## src/syn_pkg.sv

```systemverilog
// widths, depths and timing of the synapse weight store
// synapse address union with flat and bank/offset views
`default_nettype none

package syn_pkg;

	// synapse address, neuron bits above axon bits
	localparam int SYN_ADDR_W = 16;
	localparam int BANK_SEL_W = 2;
	localparam int BANK_OFS_W = 14;
	localparam int NUM_BANKS  = 4;

	// stored and scaled weights
	localparam int WEIGHT_W = 12;
	localparam int SCALED_W = 16;
	localparam int SCALE_W  = 2;

	// doubled depth, recall may run a whole neuron ahead of learning
	localparam int FIFO_AW      = 9;
	localparam int FIFO_W       = SCALED_W + SCALE_W;
	localparam int FIFO_LEVEL_W = FIFO_AW + 1;

	// pop to write-back distance in cycles
	localparam int LEARN_DELAY = 4;

	typedef union packed
	{
		logic [SYN_ADDR_W-1:0] flat;
		struct packed
		{
			logic [BANK_SEL_W-1:0] bank;
			logic [BANK_OFS_W-1:0] offset;
		} f;
	} syn_addr_u;

endpackage

`default_nettype wire

```

## src/weight_scaler.sv

```systemverilog
// recall scale-up of stored weights by the axon code
// write-back scale-down using a delayed popped code
`timescale 1ns/100ps
`default_nettype none

module weight_scaler
(
	input  wire                          clk_i,
	input  wire                          rst_n_i,
	input  wire [syn_pkg::WEIGHT_W-1:0]  recall_weight_i,
	input  wire [syn_pkg::SCALE_W-1:0]   scale_i,
	output logic [syn_pkg::SCALED_W-1:0] scaled_o,
	input  wire                          pop_i,
	input  wire [syn_pkg::SCALE_W-1:0]   pop_scale_i,
	input  wire [syn_pkg::SCALED_W-1:0]  wb_data_i,
	output logic [syn_pkg::WEIGHT_W-1:0] wb_weight_o
);

	logic [syn_pkg::SCALED_W-1:0] weight_ext;
	logic [syn_pkg::SCALE_W-1:0]  code_q [syn_pkg::LEARN_DELAY];

	assign weight_ext = {{(syn_pkg::SCALED_W - syn_pkg::WEIGHT_W)
		{recall_weight_i[syn_pkg::WEIGHT_W-1]}}, recall_weight_i};

	always_comb
	begin
		case (scale_i)
			2'd0: scaled_o = weight_ext;
			2'd1: scaled_o = weight_ext << 1;
			2'd2: scaled_o = weight_ext << 2;
			// largest code pushes every sign bit out
			default: scaled_o = weight_ext << 4;
		endcase
	end

	// code of each pop walks down the line; idle cycles insert code 0
	always_ff @(posedge clk_i or negedge rst_n_i)
	begin
		if (!rst_n_i)
		begin
			for (int i = 0; i < syn_pkg::LEARN_DELAY; i++)
				code_q[i] <= '0;
		end
		else
		begin
			code_q[0] <= pop_i ? pop_scale_i : '0;
			for (int i = 1; i < syn_pkg::LEARN_DELAY; i++)
				code_q[i] <= code_q[i-1];
		end
	end

	always_comb
	begin
		case (code_q[syn_pkg::LEARN_DELAY-1])
			2'd0: wb_weight_o = wb_data_i[syn_pkg::WEIGHT_W-1:0];
			2'd1: wb_weight_o = wb_data_i[syn_pkg::WEIGHT_W:1];
			2'd2: wb_weight_o = wb_data_i[syn_pkg::WEIGHT_W+1:2];
			default: wb_weight_o = wb_data_i[syn_pkg::SCALED_W-1:4];
		endcase
	end

endmodule

`default_nettype wire
```

## config.mk

```make
export PLATFORM = sky130hd
export DESIGN_NAME = weight_scaler
export DESIGN_NICKNAME = d
export VERILOG_FILES = /design/src/syn_pkg.sv /design/src/weight_scaler.sv
export SDC_FILE = /design/constraint.sdc
export NUM_CORES = 1
export LEC_CHECK = 0
export ABC_AREA = 0
export BUFFER_PORTS_ARGS = -buffer_cell sky130_fd_sc_hd__clkbuf_2
export CORE_ASPECT_RATIO = 0.7
export CORE_MARGIN = 1
export CORE_UTILIZATION = 36
export DETAILED_ROUTE_END_ITERATION = 10
export GPL_TIMING_DRIVEN = 0
export PLACE_DENSITY = 0.76
export SETUP_SLACK_MARGIN = 0.3
export SLEW_MARGIN = 20
export SYNTH_ARGS = -nofsm -noshare
export SYNTH_HDL_FRONTEND = slang
export SYNTH_SLANG_ARGS = --single-unit
```

## constraint.sdc

```tcl
create_clock -name clk_i -period 1 [get_ports clk_i]
set_input_delay 0.05 -clock clk_i [delete_from_list [all_inputs] [get_ports clk_i]]
set_output_delay 0.05 -clock clk_i [all_outputs]
set_load 0.02 [all_outputs]
```

# Yosys cells after proc, flatten, opt, wreduce, memory -nomap -nowiden

Index checks and enable logic that the tools add are counted.

Bits in registers: 8
Output and inout bits: 28

Reduce and logical (&&, ||, !) cells: 2
Equal/unequal tests: 4
Mux-type cells: 3

Operators with widths:

| cell                                                                   | number |
|---|---|
| 15-bit one-hot mux with 3 select lines                                 | 1 |
| 12-bit one-hot mux with 3 select lines                                 | 1 |
| 2-bit by 1-bit equality test with 1-bit output (second input constant) | 2 |
| 2-bit equality test (second input constant)                            | 2 |
| 2-bit logical NOT                                                      | 2 |
| 2-bit two-way mux                                                      | 1 |

# Logic depth before layout (Yosys ltp)

Gate-level depths: netlist (run 1).

Depth in word-level cells: 2
Depth in mapped cells: 4
Depth with buffers taken out: 2

# Worst setup path before layout (run 1)

Ideal clock, no wire load.

Kind: reg-to-output
From: reg code_q[0] in the netlist's numbering
To: out wb_weight_o[0] in the netlist's numbering
Cell stages (with the launch flop): 3
Arrival time: 1.110 ns
Slack: -0.160 ns
Path through: dfrtp_1 -> buf_6 -> mux4_2

Longest elaborated chain between the ends: 2
Elaborated cells between the ends (all ways): 4

RTL lines:

| what                                        | line                | RTL |
|---|---|---|
| from (decl)                                 | weight_scaler.sv:20 | `logic [syn_pkg::SCALE_W-1:0] code_q [syn_pkg::LEARN_DELAY];` |
| from (signal, indexed assignment)           | weight_scaler.sv:48 | `code_q[i] <= code_q[i-1];` |
| 2-bit equality test (tied with other cells) | weight_scaler.sv:54 | `case (code_q[syn_pkg::LEARN_DELAY-1])` |
| 12-bit one-hot mux with 3 select lines (*)  | weight_scaler.sv:54 |  |
| to (decl)                                   | weight_scaler.sv:16 | `output logic [syn_pkg::WEIGHT_W-1:0] wb_weight_o` |

Mark *: on every way between the ends. The rest lies on a longest branch, timed or not.

# Worst setup path in the final report (run 1)

From: reg code_q[0] in the netlist's numbering
To: out wb_weight_o[5] in the netlist's numbering

The elaborated chain is that of the path after synthesis.

==> flow_summary.html, run 1 <==
<table>
<tr><th>Metric</th><th>Value</th></tr>
<tr><th colspan="2">Status</th></tr>
<tr><td>Status</td><td>finished, violations left</td></tr>
<tr><td>Violated checks</td><td>negative setup slack</td></tr>
<tr><th colspan="2">CTS</th></tr>
<tr><td>Htree depth</td><td>1</td></tr>
<tr><td>Master cell of the clock root buffer</td><td>sky130_fd_sc_hd__clkbuf_4</td></tr>
<tr><td>Number of buffers added by the clock tree synthesis step</td><td>3</td></tr>
<tr><td>Clk pin slew, worst setup/hold paths</td><td>0.05 ns</td></tr>
<tr><td>Total number of clock tree sinks</td><td>8</td></tr>
<tr><td>Max Root-Sink Buffers</td><td>2</td></tr>
<tr><td>CTS tree</td><td>built</td></tr>
<tr><td>Insertion delay to the later sink of the worst-skew pair</td><td>0.24 ns</td></tr>
<tr><th colspan="2">Synth</th></tr>
<tr><td>Post-synthesis adder-cell area fraction</td><td>0%</td></tr>
<tr><td>Post-synthesis cell count</td><td>52</td></tr>
<tr><td>Compound-Gate Fraction of Synth Area</td><td>4.67%</td></tr>
<tr><td>YS warnings</td><td>0</td></tr>
<tr><td>Netlist cell types</td><td>15</td></tr>
<tr><td>Number of nets in the synthesized netlist</td><td>87</td></tr>
<tr><td>Post-synthesis sequential area ratio</td><td>23.4%</td></tr>
<tr><td>Syn Area/Cell</td><td>16.5 µm²</td></tr>
<tr><td>Cell area after synthesis</td><td>857 µm²</td></tr>
<tr><td>Largest family of logic cells by synthesized area</td><td>multiplexers</td></tr>
<tr><td>Xor/xnor share of the synthesized area</td><td>0%</td></tr>
<tr><td>Multiplexer area fraction after synthesis</td><td>59.4%</td></tr>
<tr><td>Count of state elements after synthesis</td><td>8</td></tr>
<tr><td>Simple-Gate Fraction of Synth Area</td><td>4.96%</td></tr>
<tr><th colspan="2">Timing</th></tr>
<tr><td>RSZ-0062 raised after global routing</td><td>true</td></tr>
<tr><td>Number of max-slew violations in the final report</td><td>0</td></tr>
<tr><td>Highest attainable clock frequency</td><td>657 MHz</td></tr>
<tr><td>Number of hold violations in the final report</td><td>0</td></tr>
<tr><td>Final setup vio count</td><td>12</td></tr>
<tr><td>Final critical path time including I/O delays and setup</td><td>1.52 ns</td></tr>
<tr><td>Slew at the pin closest to its max-slew limit</td><td>0.211 ns</td></tr>
<tr><td>Post-route clock period utilization</td><td>152%</td></tr>
<tr><td>Relative max-transition margin</td><td>85.7%</td></tr>
<tr><td>Worst-case setup margin in the final layout</td><td>-0.521 ns</td></tr>
<tr><td>Setup skew after layout</td><td>0.00242 ns</td></tr>
<tr><th colspan="2">GRT</th></tr>
<tr><td>Overall Global Routing Usage</td><td>27.1%</td></tr>
<tr><td>Pin count of the biggest net entering global routing</td><td>9</td></tr>
<tr><td>Vias in the first global route</td><td>921</td></tr>
<tr><td>Antenna violations before repair</td><td>0</td></tr>
<tr><td>Wire length of the first global-routing pass</td><td>4880 µm</td></tr>
<tr><td>GR Overflow Total</td><td>0</td></tr>
<tr><th colspan="2">Placement</th></tr>
<tr><td>RePlAce Congestion</td><td>0.875</td></tr>
<tr><td>Half-perimeter wire length of the detailed placement result</td><td>1920 µm</td></tr>
<tr><td>IO Port Bufs</td><td>60</td></tr>
<tr><td>Cell area after placement</td><td>1240 µm²</td></tr>
<tr><td>Placed Instances</td><td>144</td></tr>
<tr><th colspan="2">Die</th></tr>
<tr><td>Total Die Area</td><td>2580 µm²</td></tr>
<tr><td>Boundary Pins</td><td>63</td></tr>
<tr><td>Vert. Die Dim</td><td>42.8 µm</td></tr>
<tr><td>Horizontal die dimension</td><td>60.3 µm</td></tr>
<tr><td>Core region area</td><td>2190 µm²</td></tr>
<tr><td>Number of placement rows</td><td>14</td></tr>
<tr><td>Initial core utilization</td><td>39.1%</td></tr>
<tr><th colspan="2">Setup path</th></tr>
<tr><td>Critical path's largest stage delay</td><td>0.52 ns</td></tr>
<tr><td>CP Class</td><td>reg2out</td></tr>
<tr><td>Cell with the largest stage delay on the worst path</td><td>sky130_fd_sc_hd__mux4_2</td></tr>
<tr><td>Worst Setup End Kind</td><td>output pin</td></tr>
<tr><td>Buffering stage count on the worst path with inverters included</td><td>2</td></tr>
<tr><td>Kind of start point of the critical path</td><td>register</td></tr>
<tr><td>Cell family contributing the most delay on the critical path</td><td>multiplexers</td></tr>
<tr><td>Chain of cells forming the critical path</td><td>buf_6 -&gt; mux4_2 -&gt; clkbuf_2</td></tr>
<tr><td>Worst EP arrival</td><td>1.47 ns</td></tr>
<tr><td>Crit Path Max Fanout</td><td>6</td></tr>
<tr><td>Data required time at the worst endpoint</td><td>0.95 ns</td></tr>
<tr><th colspan="2">Detailed routing</th></tr>
<tr><td>Routed vias/inst</td><td>5.91</td></tr>
<tr><td>Per-cell routed wire length</td><td>22.3 µm</td></tr>
<tr><td>First-pass iteration count of the detailed router</td><td>4</td></tr>
<tr><td>Antenna-violating nets left</td><td>0</td></tr>
<tr><td>Post-detailed-route DRC marker count</td><td>0</td></tr>
<tr><td>Iteration-0 DRC Markers</td><td>84</td></tr>
<tr><td>Vias post-DR</td><td>945</td></tr>
<tr><td>Total wire length after detailed routing</td><td>3560 µm</td></tr>
<tr><th colspan="2">Layout</th></tr>
<tr><td>Count of fill cells added during filler insertion</td><td>127</td></tr>
<tr><td>Reg area</td><td>201 µm²</td></tr>
<tr><td>Area of the multi-input gates</td><td>659 µm²</td></tr>
<tr><td>Largest registers in the final layout</td><td>code_q (8)</td></tr>
<tr><td>Layout Area Growth over Synthesis</td><td>104%</td></tr>
<tr><td>Max reg flops</td><td>8</td></tr>
<tr><td>Register with the most flip-flops</td><td>code_q</td></tr>
<tr><td>Final non-filler cell area</td><td>1750 µm²</td></tr>
<tr><td>Post-layout net count</td><td>165</td></tr>
<tr><td>Fin cells</td><td>160</td></tr>
<tr><td>Diode count</td><td>0</td></tr>
<tr><td>Fraction of layout instances using a drive strength above 1</td><td>89.1%</td></tr>
<tr><th colspan="2">Power and ir drop</th></tr>
<tr><td>Power density relative to cell area</td><td>889 nW/µm²</td></tr>
<tr><td>Leakage power total</td><td>0.774 nW</td></tr>
<tr><td>Worst-case vdd ir drop</td><td>0.000872 V</td></tr>
<tr><th colspan="2">Min path</th></tr>
<tr><td>Worst Hold Class</td><td>in2reg</td></tr>
<tr><th colspan="2">Flow run</th></tr>
<tr><td>Maximum Capacitance Violations</td><td>0</td></tr>
</table>
==> cells in the mapped netlist <==
cell type,n,share of area (%)
sky130_fd_sc_hd__buf_4,2,1.8
sky130_fd_sc_hd__buf_2,1,0.58
sky130_fd_sc_hd__nor3b_1,1,0.88
sky130_fd_sc_hd__o21ai_0,2,1.2
sky130_fd_sc_hd__and2_1,2,1.5
sky130_fd_sc_hd__nor2_1,2,0.88
sky130_fd_sc_hd__a21boi_0,1,0.88
sky130_fd_sc_hd__a21oi_1,1,0.58
sky130_fd_sc_hd__buf_6,4,5.3
sky130_fd_sc_hd__mux2i_1,4,4.7
sky130_fd_sc_hd__mux4_1,5,15
sky130_fd_sc_hd__dfrtp_1,8,23
sky130_fd_sc_hd__a31o_2,2,2.0
sky130_fd_sc_hd__nand3b_1,2,1.8
sky130_fd_sc_hd__mux4_2,15,39
==> path summary, 6_finish.rpt <==
check,slack (ns),end,cells after the start,startpoint
worst min-delay path,0.02,code_q[6]$_DFF_PN0_,2,pop_scale_i[0]
worst max register to register,0.52,code_q[2]$_DFF_PN0_,0,code_q[4]$_DFF_PN0_
max in group asynchronous,0.64,code_q[1]$_DFF_PN0_,2,rst_n_i
worst max-delay path,-0.52,wb_weight_o[5],3,code_q[0]$_DFF_PN0_
min in group asynchronous,0.17,code_q[4]$_DFF_PN0_,2,rst_n_i
worst min register to register,0.35,code_q[1]$_DFF_PN0_,0,code_q[3]$_DFF_PN0_
==> metal layers <==
layer / GRT usage [%] / vias to the layer above / routed length [µm]
li1: - / 383 / -
met1: 34.3 / 493 / 1300
met2: 45.5 / 57 / 1930
met3: 3.35 / 12 / 185
met4: 13.0 / 0 / 151
met5: 0 / - / 0
==> logic make-up (layout without fill, tap and decap cells) <==
group	after synthesis	in the layout
AOI/OAI and AO/OA	6	6
buffers and inverters	7	83
DFF	8	8
muxes	24	24
and+or+nand+nor	7	7
==> cells in the final DEF, fill, tap and decap left out <==
master,n
sky130_fd_sc_hd__a21boi_4,1
sky130_fd_sc_hd__a21oi_2,1
sky130_fd_sc_hd__a31o_4,2
sky130_fd_sc_hd__and2_1,2
sky130_fd_sc_hd__buf_12,4
sky130_fd_sc_hd__buf_16,3
sky130_fd_sc_hd__buf_2,4
sky130_fd_sc_hd__buf_4,8
sky130_fd_sc_hd__buf_6,9
sky130_fd_sc_hd__buf_8,16
sky130_fd_sc_hd__clkbuf_2,29
sky130_fd_sc_hd__clkbuf_4,3
sky130_fd_sc_hd__clkbuf_8,6
sky130_fd_sc_hd__dfrtp_1,7
sky130_fd_sc_hd__dfrtp_2,1
sky130_fd_sc_hd__dlygate4sd3_1,1
sky130_fd_sc_hd__mux2i_1,1
sky130_fd_sc_hd__mux2i_2,2
sky130_fd_sc_hd__mux2i_4,1
sky130_fd_sc_hd__mux4_2,20
sky130_fd_sc_hd__nand3b_1,2
sky130_fd_sc_hd__nor2_1,1
sky130_fd_sc_hd__nor2_4,1
sky130_fd_sc_hd__nor3b_4,1
sky130_fd_sc_hd__o21ai_2,1
sky130_fd_sc_hd__o21ai_4,1
==> layout make-up <==
cell class	instances	share of cell area (%)
well taps	32	2.29
clock buffers	3	1.29
flip-flops and latches	8	11.5
plain buffers	7	6.31
repair buffers	73	40.8
multi-input cells	37	37.8
==> stage by stage <==
stage	hold slack (ns)	power [mW]	setup slack [ns]	TNS (ns)	util [%]
floorplan	-0.246	0.756	-0.160	-1.64	-
global placement	-0.104	0.964	-0.295	-3.01	56.8
detailed placement	-0.0981	0.978	-0.298	-2.99	56.8
CTS	0.0119	1.44	-0.497	-5.67	75.4
global route	0.00783	1.61	-0.549	-6.34	79.7
finish	0.0194	1.55	-0.521	-5.88	79.7
==> where the power goes <==
group / switching (mW) / total [mW] / internal, mW
clock: 0.0960 / 0.232 / 0.136
combinational: 0.424 / 0.970 / 0.546
sequential: 0.00809 / 0.349 / 0.341
total: 0.528 / 1.55 / 1.02
==> repair_timing <==
item                                   CTS  global route
resized for setup                       58            45
gates cloned                             3             0
endpoints found under the hold margin    8             0
setup endpoints to repair               27            27
buffers inserted                         8             1
hold buffers                             1             0
pin swaps                                6             3
Power figures use the tool's default switching activity.
==> run 2, diff against run 1 <==
--- a/config.mk
+++ b/config.mk
@@ -5,9 +5,7 @@
 export SDC_FILE = /design/constraint.sdc
 export NUM_CORES = 1
 export LEC_CHECK = 0
-export ABC_AREA = 0
 export BUFFER_PORTS_ARGS = -buffer_cell sky130_fd_sc_hd__clkbuf_2
-export CORE_ASPECT_RATIO = 0.7
 export CORE_MARGIN = 1
 export CORE_UTILIZATION = 36
 export DETAILED_ROUTE_END_ITERATION = 10
==> flow_summary.html, run 2 (synthesis results as in run 1) <==
<table>
<tr><th>Metric</th><th>Value</th></tr>
<tr><th colspan="2">Status</th></tr>
<tr><td>Status</td><td>finished, violations left</td></tr>
<tr><td>Violated checks</td><td>negative setup slack</td></tr>
<tr><th colspan="2">Timing</th></tr>
<tr><td>Slew at the pin closest to its max-slew limit</td><td>0.205 ns (-0.00573 ns)</td></tr>
<tr><td>Final setup vio count</td><td>12 (unchanged)</td></tr>
<tr><td>Setup skew after layout</td><td>0.0128 ns (+0.0104 ns)</td></tr>
<tr><td>Relative max-transition margin</td><td>86.3% (+0.66 points)</td></tr>
<tr><td>Number of hold violations in the final report</td><td>0 (unchanged)</td></tr>
<tr><td>Post-route clock period utilization</td><td>157% (+4.5 points)</td></tr>
<tr><td>Number of max-slew violations in the final report</td><td>0 (unchanged)</td></tr>
<tr><td>RSZ-0062 raised after global routing</td><td>true</td></tr>
<tr><td>Highest attainable clock frequency</td><td>638 MHz (-2.9%)</td></tr>
<tr><td>Worst hold slack</td><td>0.0272 ns (+0.00777 ns)</td></tr>
<tr><td>Worst-case setup margin in the final layout</td><td>-0.567 ns (-0.0455 ns)</td></tr>
<tr><td>Final critical path time including I/O delays and setup</td><td>1.57 ns (+0.0455 ns)</td></tr>
<tr><th colspan="2">GRT</th></tr>
<tr><td>Met2 layer usage reported by global route</td><td>40.9% (-4.6 points)</td></tr>
<tr><td>Met3 usage</td><td>3.33% (-0.020 points)</td></tr>
<tr><td>Pin count of the biggest net entering global routing</td><td>9 (unchanged)</td></tr>
<tr><td>GR Overflow Total</td><td>0 (unchanged)</td></tr>
<tr><td>Global route hottest layer</td><td>met2</td></tr>
<tr><td>Global-route track usage on met1</td><td>26.0% (-8.4 points)</td></tr>
<tr><td>Overall Global Routing Usage</td><td>21.9% (-5.2 points)</td></tr>
<tr><td>Vias in the first global route</td><td>862 (-6.4%)</td></tr>
<tr><td>Wire length of the first global-routing pass</td><td>4130 µm (-15%)</td></tr>
<tr><td>Antenna violations before repair</td><td>0 (unchanged)</td></tr>
<tr><th colspan="2">Power and ir drop</th></tr>
<tr><td>Worst-case vdd ir drop</td><td>0.000838 V (-3.9%)</td></tr>
<tr><td>Sw power</td><td>0.526 mW (-0.33%)</td></tr>
<tr><td>Internal power</td><td>1.04 mW (+1.6%)</td></tr>
<tr><td>Power share of the combinational group</td><td>61.9% (-0.6 points)</td></tr>
<tr><td>Reg power frac</td><td>22.4% (about the same)</td></tr>
<tr><td>Leakage power total</td><td>0.791 nW (+2.2%)</td></tr>
<tr><td>Part of the power in the clock network</td><td>15.7% (+0.7 points)</td></tr>
<tr><td>Net switching fraction of the power</td><td>33.6% (-0.44 points)</td></tr>
<tr><td>Power density relative to cell area</td><td>876 nW/µm² (-1.4%)</td></tr>
<tr><th colspan="2">Setup path</th></tr>
<tr><td>Kind of start point of the critical path</td><td>register</td></tr>
<tr><td>Crit Path Max Fanout</td><td>4 (-2)</td></tr>
<tr><td>Worst Reg-to-Reg Cells</td><td>0 (unchanged)</td></tr>
<tr><td>Endpoint of the worst-slack reg-to-reg timing path</td><td>code_q[1]$_DFF_PN0_</td></tr>
<tr><td>R2r startpoint</td><td>code_q[3]$_DFF_PN0_</td></tr>
<tr><td>Worst-case register-to-register setup slack</td><td>0.50 ns (-0.02 ns)</td></tr>
<tr><td>Origin of the worst setup path</td><td>code_q[1]$_DFF_PN0_</td></tr>
<tr><td>Worst Setup End Kind</td><td>output pin</td></tr>
<tr><td>Data required time at the worst endpoint</td><td>0.95 ns (about the same)</td></tr>
<tr><td>Worst EP arrival</td><td>1.52 ns (+0.05 ns)</td></tr>
<tr><td>CP Class</td><td>reg2out</td></tr>
<tr><th colspan="2">Flow run</th></tr>
<tr><td>Maximum Capacitance Violations</td><td>0 (unchanged)</td></tr>
<tr><th colspan="2">CTS</th></tr>
<tr><td>Total number of clock tree sinks</td><td>8 (unchanged)</td></tr>
<tr><td>Insertion delay to the later sink of the worst-skew pair</td><td>0.25 ns (about the same)</td></tr>
<tr><td>Number of buffers added by the clock tree synthesis step</td><td>3 (unchanged)</td></tr>
<tr><td>Clk pin slew, worst setup/hold paths</td><td>0.06 ns (about the same)</td></tr>
<tr><td>Max Root-Sink Buffers</td><td>2 (unchanged)</td></tr>
<tr><td>Htree depth</td><td>1 (unchanged)</td></tr>
<tr><td>Master cell of the clock root buffer</td><td>sky130_fd_sc_hd__clkbuf_4</td></tr>
<tr><td>CTS tree</td><td>built</td></tr>
<tr><th colspan="2">Min path</th></tr>
<tr><td>Worst hold endpoint</td><td>code_q[7]$_DFF_PN0_</td></tr>
<tr><td>Launch point of the worst hold path</td><td>pop_scale_i[1]</td></tr>
<tr><td>Worst Hold Class</td><td>in2reg</td></tr>
<tr><td>Count of cells along the worst hold path</td><td>2 (unchanged)</td></tr>
<tr><th colspan="2">Layout</th></tr>
<tr><td>Diode count</td><td>0 (unchanged)</td></tr>
<tr><td>Final core area utilization</td><td>80.1% (+0.34 points)</td></tr>
<tr><td>Post-layout net count</td><td>167 (+1.2%)</td></tr>
<tr><td>Largest registers in the final layout</td><td>code_q (8)</td></tr>
<tr><td>Max reg flops</td><td>8 (unchanged)</td></tr>
<tr><td>Most frequent cells in the layout</td><td>sky130_fd_sc_hd__clkbuf_2, sky130_fd_sc_hd__buf_6, sky130_fd_sc_hd__mux4_2, sky130_fd_sc_hd__buf_8, sky130_fd_sc_hd__buf_4</td></tr>
<tr><td>Register with the most flip-flops</td><td>code_q</td></tr>
<tr><td>Final non-filler cell area</td><td>1790 µm² (+2.4%)</td></tr>
<tr><td>Layout Area Growth over Synthesis</td><td>109%</td></tr>
<tr><td>Most common library cell in the layout ignoring fill and taps</td><td>sky130_fd_sc_hd__clkbuf_2</td></tr>
<tr><td>Count of fill cells added during filler insertion</td><td>131 (+3.1%)</td></tr>
<tr><td>Fraction of layout instances using a drive strength above 1</td><td>88.5% (-0.60 points)</td></tr>
<tr><th colspan="2">Detailed routing</th></tr>
<tr><td>Iteration-0 DRC Markers</td><td>13 (-85%)</td></tr>
<tr><td>Vias post-DR</td><td>888 (-6.0%)</td></tr>
<tr><td>Total wire length after detailed routing</td><td>3000 µm (-16%)</td></tr>
<tr><td>Routed vias/inst</td><td>5.62 (-4.8%)</td></tr>
<tr><td>First-pass iteration count of the detailed router</td><td>4 (unchanged)</td></tr>
<tr><td>Antenna-violating nets left</td><td>0 (unchanged)</td></tr>
<tr><td>Post-detailed-route DRC marker count</td><td>0 (unchanged)</td></tr>
<tr><td>Per-cell routed wire length</td><td>19.0 µm (-15%)</td></tr>
<tr><th colspan="2">Placement</th></tr>
<tr><td>Half-perimeter wire length of the detailed placement result</td><td>1740 µm (-9.3%)</td></tr>
<tr><td>RePlAce Congestion</td><td>0.735 (-16%)</td></tr>
<tr><td>Setup slack at placement</td><td>-0.315 ns (-0.0177 ns)</td></tr>
<tr><td>Cell area after placement</td><td>1240 µm² (-0.40%)</td></tr>
<tr><td>IO Port Bufs</td><td>60 (unchanged)</td></tr>
<tr><th colspan="2">Die</th></tr>
<tr><td>Horizontal die dimension</td><td>50.8 µm (-16%)</td></tr>
<tr><td>Initial core utilization</td><td>38.4% (-0.77 points)</td></tr>
<tr><td>Boundary Pins</td><td>63 (unchanged)</td></tr>
<tr><td>Total Die Area</td><td>2580 µm² (-0.14%)</td></tr>
<tr><td>Number of placement rows</td><td>17 (+3)</td></tr>
<tr><td>Core region area</td><td>2230 µm² (+2.0%)</td></tr>
<tr><td>Vert. Die Dim</td><td>50.8 µm (+19%)</td></tr>
</table>
## run 2: cell types whose count changed in the layout (fill, tap and decap cells not counted), sizes merged
cell | before | now
buf | 44 | 51
clkbuf | 38 | 33
## run 2: worst max-delay path, stage by stage (launching register included)
cell                      delay [ns]
sky130_fd_sc_hd__dfrtp_1        0.45
sky130_fd_sc_hd__buf_6          0.16
sky130_fd_sc_hd__mux4_2         0.51
sky130_fd_sc_hd__buf_6          0.15
## run 2: area by class of cell
type	instances	area, µm²	area share, %
tap	28	35.0	1.96
buffer	7	110	6.16
sequential	8	200	11.2
timing repair buffer	75	722	40.4
multi-input combinational	37	698	39.0
clock buffer	3	22.5	1.26
## run 2: what timing repair did
item / in CTS / in global routing
pin swaps: 4 / 6
setup endpoints to repair: 27 / 27
buffers inserted: 6 / 5
hold buffers: 1 / 0
hold endpoints to repair: 8 / 0
gates resized for setup: 44 / 74
gates cloned: 3 / 0
## run 2: worst max-delay path by stage
stage | endpoint | cells after the start | slack (ns)
floorplan | wb_weight_o[0] | 2 | -0.16
global placement | wb_weight_o[4] | 3 | -0.28
detailed placement | wb_weight_o[10] | 3 | -0.32
CTS | wb_weight_o[5] | 3 | -0.54
global route | wb_weight_o[11] | 3 | -0.62
finish | wb_weight_o[10] | 3 | -0.57
## run 2: per-layer routing
metal | share of wire, % | routed length, µm
met1 | 37 | 1110
met3 | 2.9 | 86
met2 | 57 | 1730
met4 | 2.6 | 78
met5 | 0 | 0
## run 2: per-stage QoR
stage | total power, mW | setup TNS (ns) | cells
floorplan | 0.756 | -1.64 | 52
global placement | 0.955 | -2.87 | 140
detailed placement | 0.972 | -3.18 | 140
CTS | 1.39 | -6.13 | 153
global route | 1.65 | -7.07 | 158
finish | 1.57 | -6.46 | 158
## run 2: power groups by stage
stage / Sequential (mW) / Combinational [mW] / Clock, mW
detailed placement: 0.355 / 0.618 / 0
floorplan: 0.352 / 0.404 / 0
finish: 0.351 / 0.970 / 0.245
CTS: 0.349 / 0.796 / 0.240
global placement: 0.353 / 0.601 / 0
global route: 0.351 / 1.01 / 0.281
==> run 3, diff against run 2 <==
--- a/config.mk
+++ b/config.mk
@@ -5,12 +5,13 @@
 export SDC_FILE = /design/constraint.sdc
 export NUM_CORES = 1
 export LEC_CHECK = 0
+export ABC_AREA = 1
 export BUFFER_PORTS_ARGS = -buffer_cell sky130_fd_sc_hd__clkbuf_2
 export CORE_MARGIN = 1
-export CORE_UTILIZATION = 36
+export CORE_UTILIZATION = 38
 export DETAILED_ROUTE_END_ITERATION = 10
 export GPL_TIMING_DRIVEN = 0
-export PLACE_DENSITY = 0.76
+export PLACE_DENSITY = 0.75
 export SETUP_SLACK_MARGIN = 0.3
 export SLEW_MARGIN = 20
 export SYNTH_ARGS = -nofsm -noshare
==> flow_summary.html, run 3 <==
<table>
<tr><th>Metric</th><th>Value</th></tr>
<tr><th colspan="2">Synth</th></tr>
<tr><td>Post-synthesis sequential area ratio</td><td>20.0% (-3.4 points)</td></tr>
<tr><td>Netlist cell types</td><td>14 (-1)</td></tr>
<tr><td>Post-synthesis cell count</td><td>158 (+200%)</td></tr>
<tr><td>Most frequently used cell type in the post-synthesis netlist</td><td>sky130_fd_sc_hd__nand3_1</td></tr>
<tr><td>Top_reg_cell synth</td><td>sky130_fd_sc_hd__dfrtp_1</td></tr>
<tr><td>Number of nets in the synthesized netlist</td><td>193 (+120%)</td></tr>
<tr><td>Ys async rst share</td><td>100% (unchanged)</td></tr>
<tr><td>YS warnings</td><td>0 (unchanged)</td></tr>
<tr><td>Syn Area/Cell</td><td>6.34 µm² (-62%)</td></tr>
<tr><td>Number of synthesized flops with an enable pin</td><td>0 (unchanged)</td></tr>
<tr><td>Cell area after synthesis</td><td>1000 µm² (+17%)</td></tr>
<tr><td>Count of state elements after synthesis</td><td>8 (unchanged)</td></tr>
<tr><td>Cells taking the most area after synthesis</td><td>sky130_fd_sc_hd__nand3_1, sky130_fd_sc_hd__dfrtp_1, sky130_fd_sc_hd__nand2_1</td></tr>
<tr><td>Post-synth top area cell</td><td>sky130_fd_sc_hd__nand3_1</td></tr>
<tr><td>Most common library cells after synthesis</td><td>sky130_fd_sc_hd__nand3_1, sky130_fd_sc_hd__nand2_1, sky130_fd_sc_hd__nand4_1, sky130_fd_sc_hd__dfrtp_1, sky130_fd_sc_hd__buf_6</td></tr>
<tr><td>Share of the synthesized area in the top cell type</td><td>31.5% (-8.0 points)</td></tr>
<tr><th colspan="2">Layout</th></tr>
<tr><td>Post-layout net count</td><td>284 (+70%)</td></tr>
<tr><td>Register with the most flip-flops</td><td>code_q</td></tr>
<tr><td>Final core area utilization</td><td>90.7% (+11 points)</td></tr>
<tr><td>Fin cells</td><td>277 (+75%)</td></tr>
<tr><td>Layout Area Growth over Synthesis</td><td>124%</td></tr>
<tr><td>Count of fill cells added during filler insertion</td><td>96 (-27%)</td></tr>
<tr><td>Most frequent cells in the layout</td><td>sky130_fd_sc_hd__nand3_1, sky130_fd_sc_hd__clkbuf_2, sky130_fd_sc_hd__nand3_2, sky130_fd_sc_hd__nand2_2</td></tr>
<tr><td>Fraction of layout instances using a drive strength above 1</td><td>64.8% (-24 points)</td></tr>
<tr><td>Most common library cell in the layout ignoring fill and taps</td><td>sky130_fd_sc_hd__nand3_1</td></tr>
<tr><td>Diode count</td><td>0 (unchanged)</td></tr>
<tr><td>Largest registers in the final layout</td><td>code_q (8)</td></tr>
<tr><td>Max reg flops</td><td>8 (unchanged)</td></tr>
<tr><th colspan="2">Placement</th></tr>
<tr><td>Placed Instances</td><td>250 (+79%)</td></tr>
<tr><td>IO Port Bufs</td><td>62 (+3.3%)</td></tr>
<tr><td>Half-perimeter wire length of the detailed placement result</td><td>2260 µm (+30%)</td></tr>
<tr><td>Setup slack at placement</td><td>-0.150 ns (+0.165 ns)</td></tr>
<tr><td>RePlAce Congestion</td><td>0.826 (+12%)</td></tr>
<tr><th colspan="2">Power and ir drop</th></tr>
<tr><td>Power density relative to cell area</td><td>810 nW/µm² (-7.5%)</td></tr>
<tr><td>Leakage power total</td><td>1.05 nW (+33%)</td></tr>
<tr><td>Worst-case vdd ir drop</td><td>0.00109 V (+30%)</td></tr>
<tr><th colspan="2">GRT</th></tr>
<tr><td>Overall Global Routing Usage</td><td>40.7% (+19 points)</td></tr>
<tr><td>Global route hottest layer</td><td>met2</td></tr>
<tr><td>Pin count of the biggest net entering global routing</td><td>11 (+2)</td></tr>
<tr><td>Vias in the first global route</td><td>1660 (+93%)</td></tr>
<tr><td>Antenna violations before repair</td><td>0 (unchanged)</td></tr>
<tr><td>Wire length of the first global-routing pass</td><td>8300 µm (+100%)</td></tr>
<tr><td>GR Overflow Total</td><td>0 (unchanged)</td></tr>
<tr><td>Met3 usage</td><td>6.03% (+2.7 points)</td></tr>
<tr><td>Met2 layer usage reported by global route</td><td>66.7% (+26 points)</td></tr>
<tr><td>Global-route track usage on met1</td><td>50.3% (+24 points)</td></tr>
<tr><th colspan="2">Timing</th></tr>
<tr><td>Post-route clock period utilization</td><td>147% (-9.6 points)</td></tr>
<tr><td>Highest attainable clock frequency</td><td>680 MHz (+6.5%)</td></tr>
<tr><td>Number of hold violations in the final report</td><td>0 (unchanged)</td></tr>
<tr><td>RSZ-0062 raised after global routing</td><td>true</td></tr>
<tr><td>Final critical path time including I/O delays and setup</td><td>1.47 ns (-0.0962 ns)</td></tr>
<tr><td>Worst hold slack</td><td>0.196 ns (+0.169 ns)</td></tr>
<tr><td>Relative max-transition margin</td><td>86.1% (-0.17 points)</td></tr>
<tr><td>Number of max-slew violations in the final report</td><td>0 (unchanged)</td></tr>
<tr><td>Setup skew after layout</td><td>0.00144 ns (-0.0113 ns)</td></tr>
<tr><td>Worst-case setup margin in the final layout</td><td>-0.471 ns (+0.0962 ns)</td></tr>
<tr><td>Slew at the pin closest to its max-slew limit</td><td>0.208 ns (+0.00232 ns)</td></tr>
<tr><td>Final setup vio count</td><td>12 (unchanged)</td></tr>
<tr><td>Summed negative setup slack over all endpoints</td><td>-5.31 ns (+1.15 ns)</td></tr>
<tr><th colspan="2">Detailed routing</th></tr>
<tr><td>First-pass iteration count of the detailed router</td><td>9 (+5)</td></tr>
<tr><td>Vias post-DR</td><td>1856 (+110%)</td></tr>
<tr><td>Total wire length after detailed routing</td><td>6130 µm (+100%)</td></tr>
<tr><td>Antenna-violating nets left</td><td>0 (unchanged)</td></tr>
<tr><td>Per-cell routed wire length</td><td>22.1 µm (+16%)</td></tr>
<tr><td>Routed vias/inst</td><td>6.70 (+19%)</td></tr>
<tr><td>Post-detailed-route DRC marker count</td><td>0 (unchanged)</td></tr>
<tr><td>Iteration-0 DRC Markers</td><td>173 (+160)</td></tr>
<tr><th colspan="2">Setup path</th></tr>
<tr><td>Kind of start point of the critical path</td><td>register</td></tr>
<tr><td>Most frequent CP cell</td><td>sky130_fd_sc_hd__buf_6</td></tr>
<tr><td>CP Class</td><td>reg2out</td></tr>
<tr><td>Critical path's largest stage delay</td><td>0.40 ns (-0.11 ns)</td></tr>
<tr><td>Cell with the largest stage delay on the worst path</td><td>sky130_fd_sc_hd__dfrtp_1</td></tr>
<tr><td>Chain of cells forming the critical path</td><td>buf_6 -&gt; nor2_4 -&gt; buf_6 -&gt; nand2_2 -&gt; nand4_1 -&gt; clkbuf_8</td></tr>
<tr><td>Cell family contributing the most delay on the critical path</td><td>buffers and inverters</td></tr>
<tr><td>Buffering stage count on the worst path with inverters included</td><td>3 (+1)</td></tr>
<tr><td>Data required time at the worst endpoint</td><td>0.95 ns (about the same)</td></tr>
<tr><td>Crit Path Max Fanout</td><td>6 (+2)</td></tr>
<tr><td>Worst EP arrival</td><td>1.42 ns (-0.10 ns)</td></tr>
<tr><td>Worst Setup End Kind</td><td>output pin</td></tr>
<tr><th colspan="2">Status</th></tr>
<tr><td>Status</td><td>finished, violations left</td></tr>
<tr><td>Violated checks</td><td>negative setup slack</td></tr>
<tr><th colspan="2">Die</th></tr>
<tr><td>Total Die Area</td><td>2850 µm² (+10%)</td></tr>
<tr><td>Initial core utilization</td><td>40.5% (+2.1 points)</td></tr>
<tr><td>Horizontal die dimension</td><td>53.4 µm (+5.1%)</td></tr>
<tr><td>Boundary Pins</td><td>63 (unchanged)</td></tr>
<tr><td>Vert. Die Dim</td><td>53.4 µm (+5.1%)</td></tr>
<tr><td>Core region area</td><td>2480 µm² (+11%)</td></tr>
<tr><td>Number of placement rows</td><td>18 (+1)</td></tr>
<tr><th colspan="2">CTS</th></tr>
<tr><td>Max Root-Sink Buffers</td><td>2 (unchanged)</td></tr>
<tr><td>Clk pin slew, worst setup/hold paths</td><td>0.06 ns (about the same)</td></tr>
<tr><td>Htree depth</td><td>1 (unchanged)</td></tr>
<tr><td>Insertion delay to the later sink of the worst-skew pair</td><td>0.26 ns (about the same)</td></tr>
<tr><td>Master cell of the clock root buffer</td><td>sky130_fd_sc_hd__clkbuf_4</td></tr>
<tr><td>Number of buffers added by the clock tree synthesis step</td><td>3 (unchanged)</td></tr>
<tr><td>Total number of clock tree sinks</td><td>8 (unchanged)</td></tr>
<tr><td>CTS tree</td><td>built</td></tr>
<tr><th colspan="2">Flow run</th></tr>
<tr><td>Maximum Capacitance Violations</td><td>0 (unchanged)</td></tr>
<tr><th colspan="2">Min path</th></tr>
<tr><td>Worst Hold Class</td><td>in2async</td></tr>
</table>
==> run 3: cell count changes after synthesis, moves of 3 or more <==
cell	change
sky130_fd_sc_hd__nand2_1	+40
sky130_fd_sc_hd__nand3_1	+63
sky130_fd_sc_hd__mux4_2	-15
sky130_fd_sc_hd__inv_2	+5
sky130_fd_sc_hd__buf_4	+3
sky130_fd_sc_hd__mux4_1	-5
sky130_fd_sc_hd__nand4_1	+20
sky130_fd_sc_hd__mux2i_1	-4
==> run 3: power by group <==
| group | leakage [nW] | total (mW) | switching (mW) | internal (mW) |
|---|---|---|---|---|
| combinational | 0.937 | 1.22 | 0.636 | 0.580 |
| sequential | 0.103 | 0.348 | 0.00752 | 0.340 |
| clock | 0.0138 | 0.256 | 0.118 | 0.138 |
==> run 3: repair_timing <==
item / in CTS / in global routing
endpoints found under the setup margin: 27 / 29
pin swaps: 24 / 18
hold buffers: 4 / 0
gates resized for setup: 121 / 42
setup buffers: 8 / 4
endpoints found under the hold margin: 10 / 0
cloned: 8 / 0
==> run 3: logic make-up (layout without fill, tap and decap cells) <==
| logic type | count (synthesis) | after routing | share of synthesized area [%] |
|---|---|---|---|
| buf+inv | 22 | 111 | 17.6 |
| flops | 8 | 8 | 20.0 |
| simple gates | 128 | 128 | 62.4 |
==> run 3: area by class of cell <==
cell class / count / area [µm²] / area share [%]
sequential: 8 / 200 / 8.91
timing repair inverter: 1 / 6.26 / 0.279
timing repair buffer: 85 / 866 / 38.6
buffer: 15 / 185 / 8.25
clock buffer: 3 / 22.5 / 1.00
multi-input combinational: 128 / 872 / 38.8
tap: 30 / 37.5 / 1.67
inverter: 7 / 56.3 / 2.51
==> run 3: through the flow <==
stage	total power [mW]	instance area (µm²)
2_1_floorplan	0.775	1010
3_3_place_gp	1.04	1360
3_5_place_dp	1.04	1360
4_1_cts	1.64	2080
5_1_grt	1.88	2250
6_report	1.82	2250
==> run 3: path summary, 6_finish.rpt <==
kind / endpoint / startpoint / slack, ns / cells past startpoint
max in group asynchronous: code_q[4]$_DFF_PN0_ / rst_n_i / 0.63 / 2
min: code_q[5]$_DFF_PN0_ / rst_n_i / 0.20 / 2
max reg2reg: code_q[5]$_DFF_PN0_ / code_q[7]$_DFF_PN0_ / 0.49 / 0
max: wb_weight_o[4] / code_q[1]$_DFF_PN0_ / -0.47 / 6
min in group clk_i: code_q[7]$_DFF_PN0_ / pop_i / 0.23 / 4
min reg2reg: code_q[2]$_DFF_PN0_ / code_q[4]$_DFF_PN0_ / 0.35 / 0
==> run 3: per-layer routing <==
layer	share of wire, %	vias up
met5	0	-
met4	8.5	0
met3	10	57
met2	45	194
met1	36	858
li1	-	747
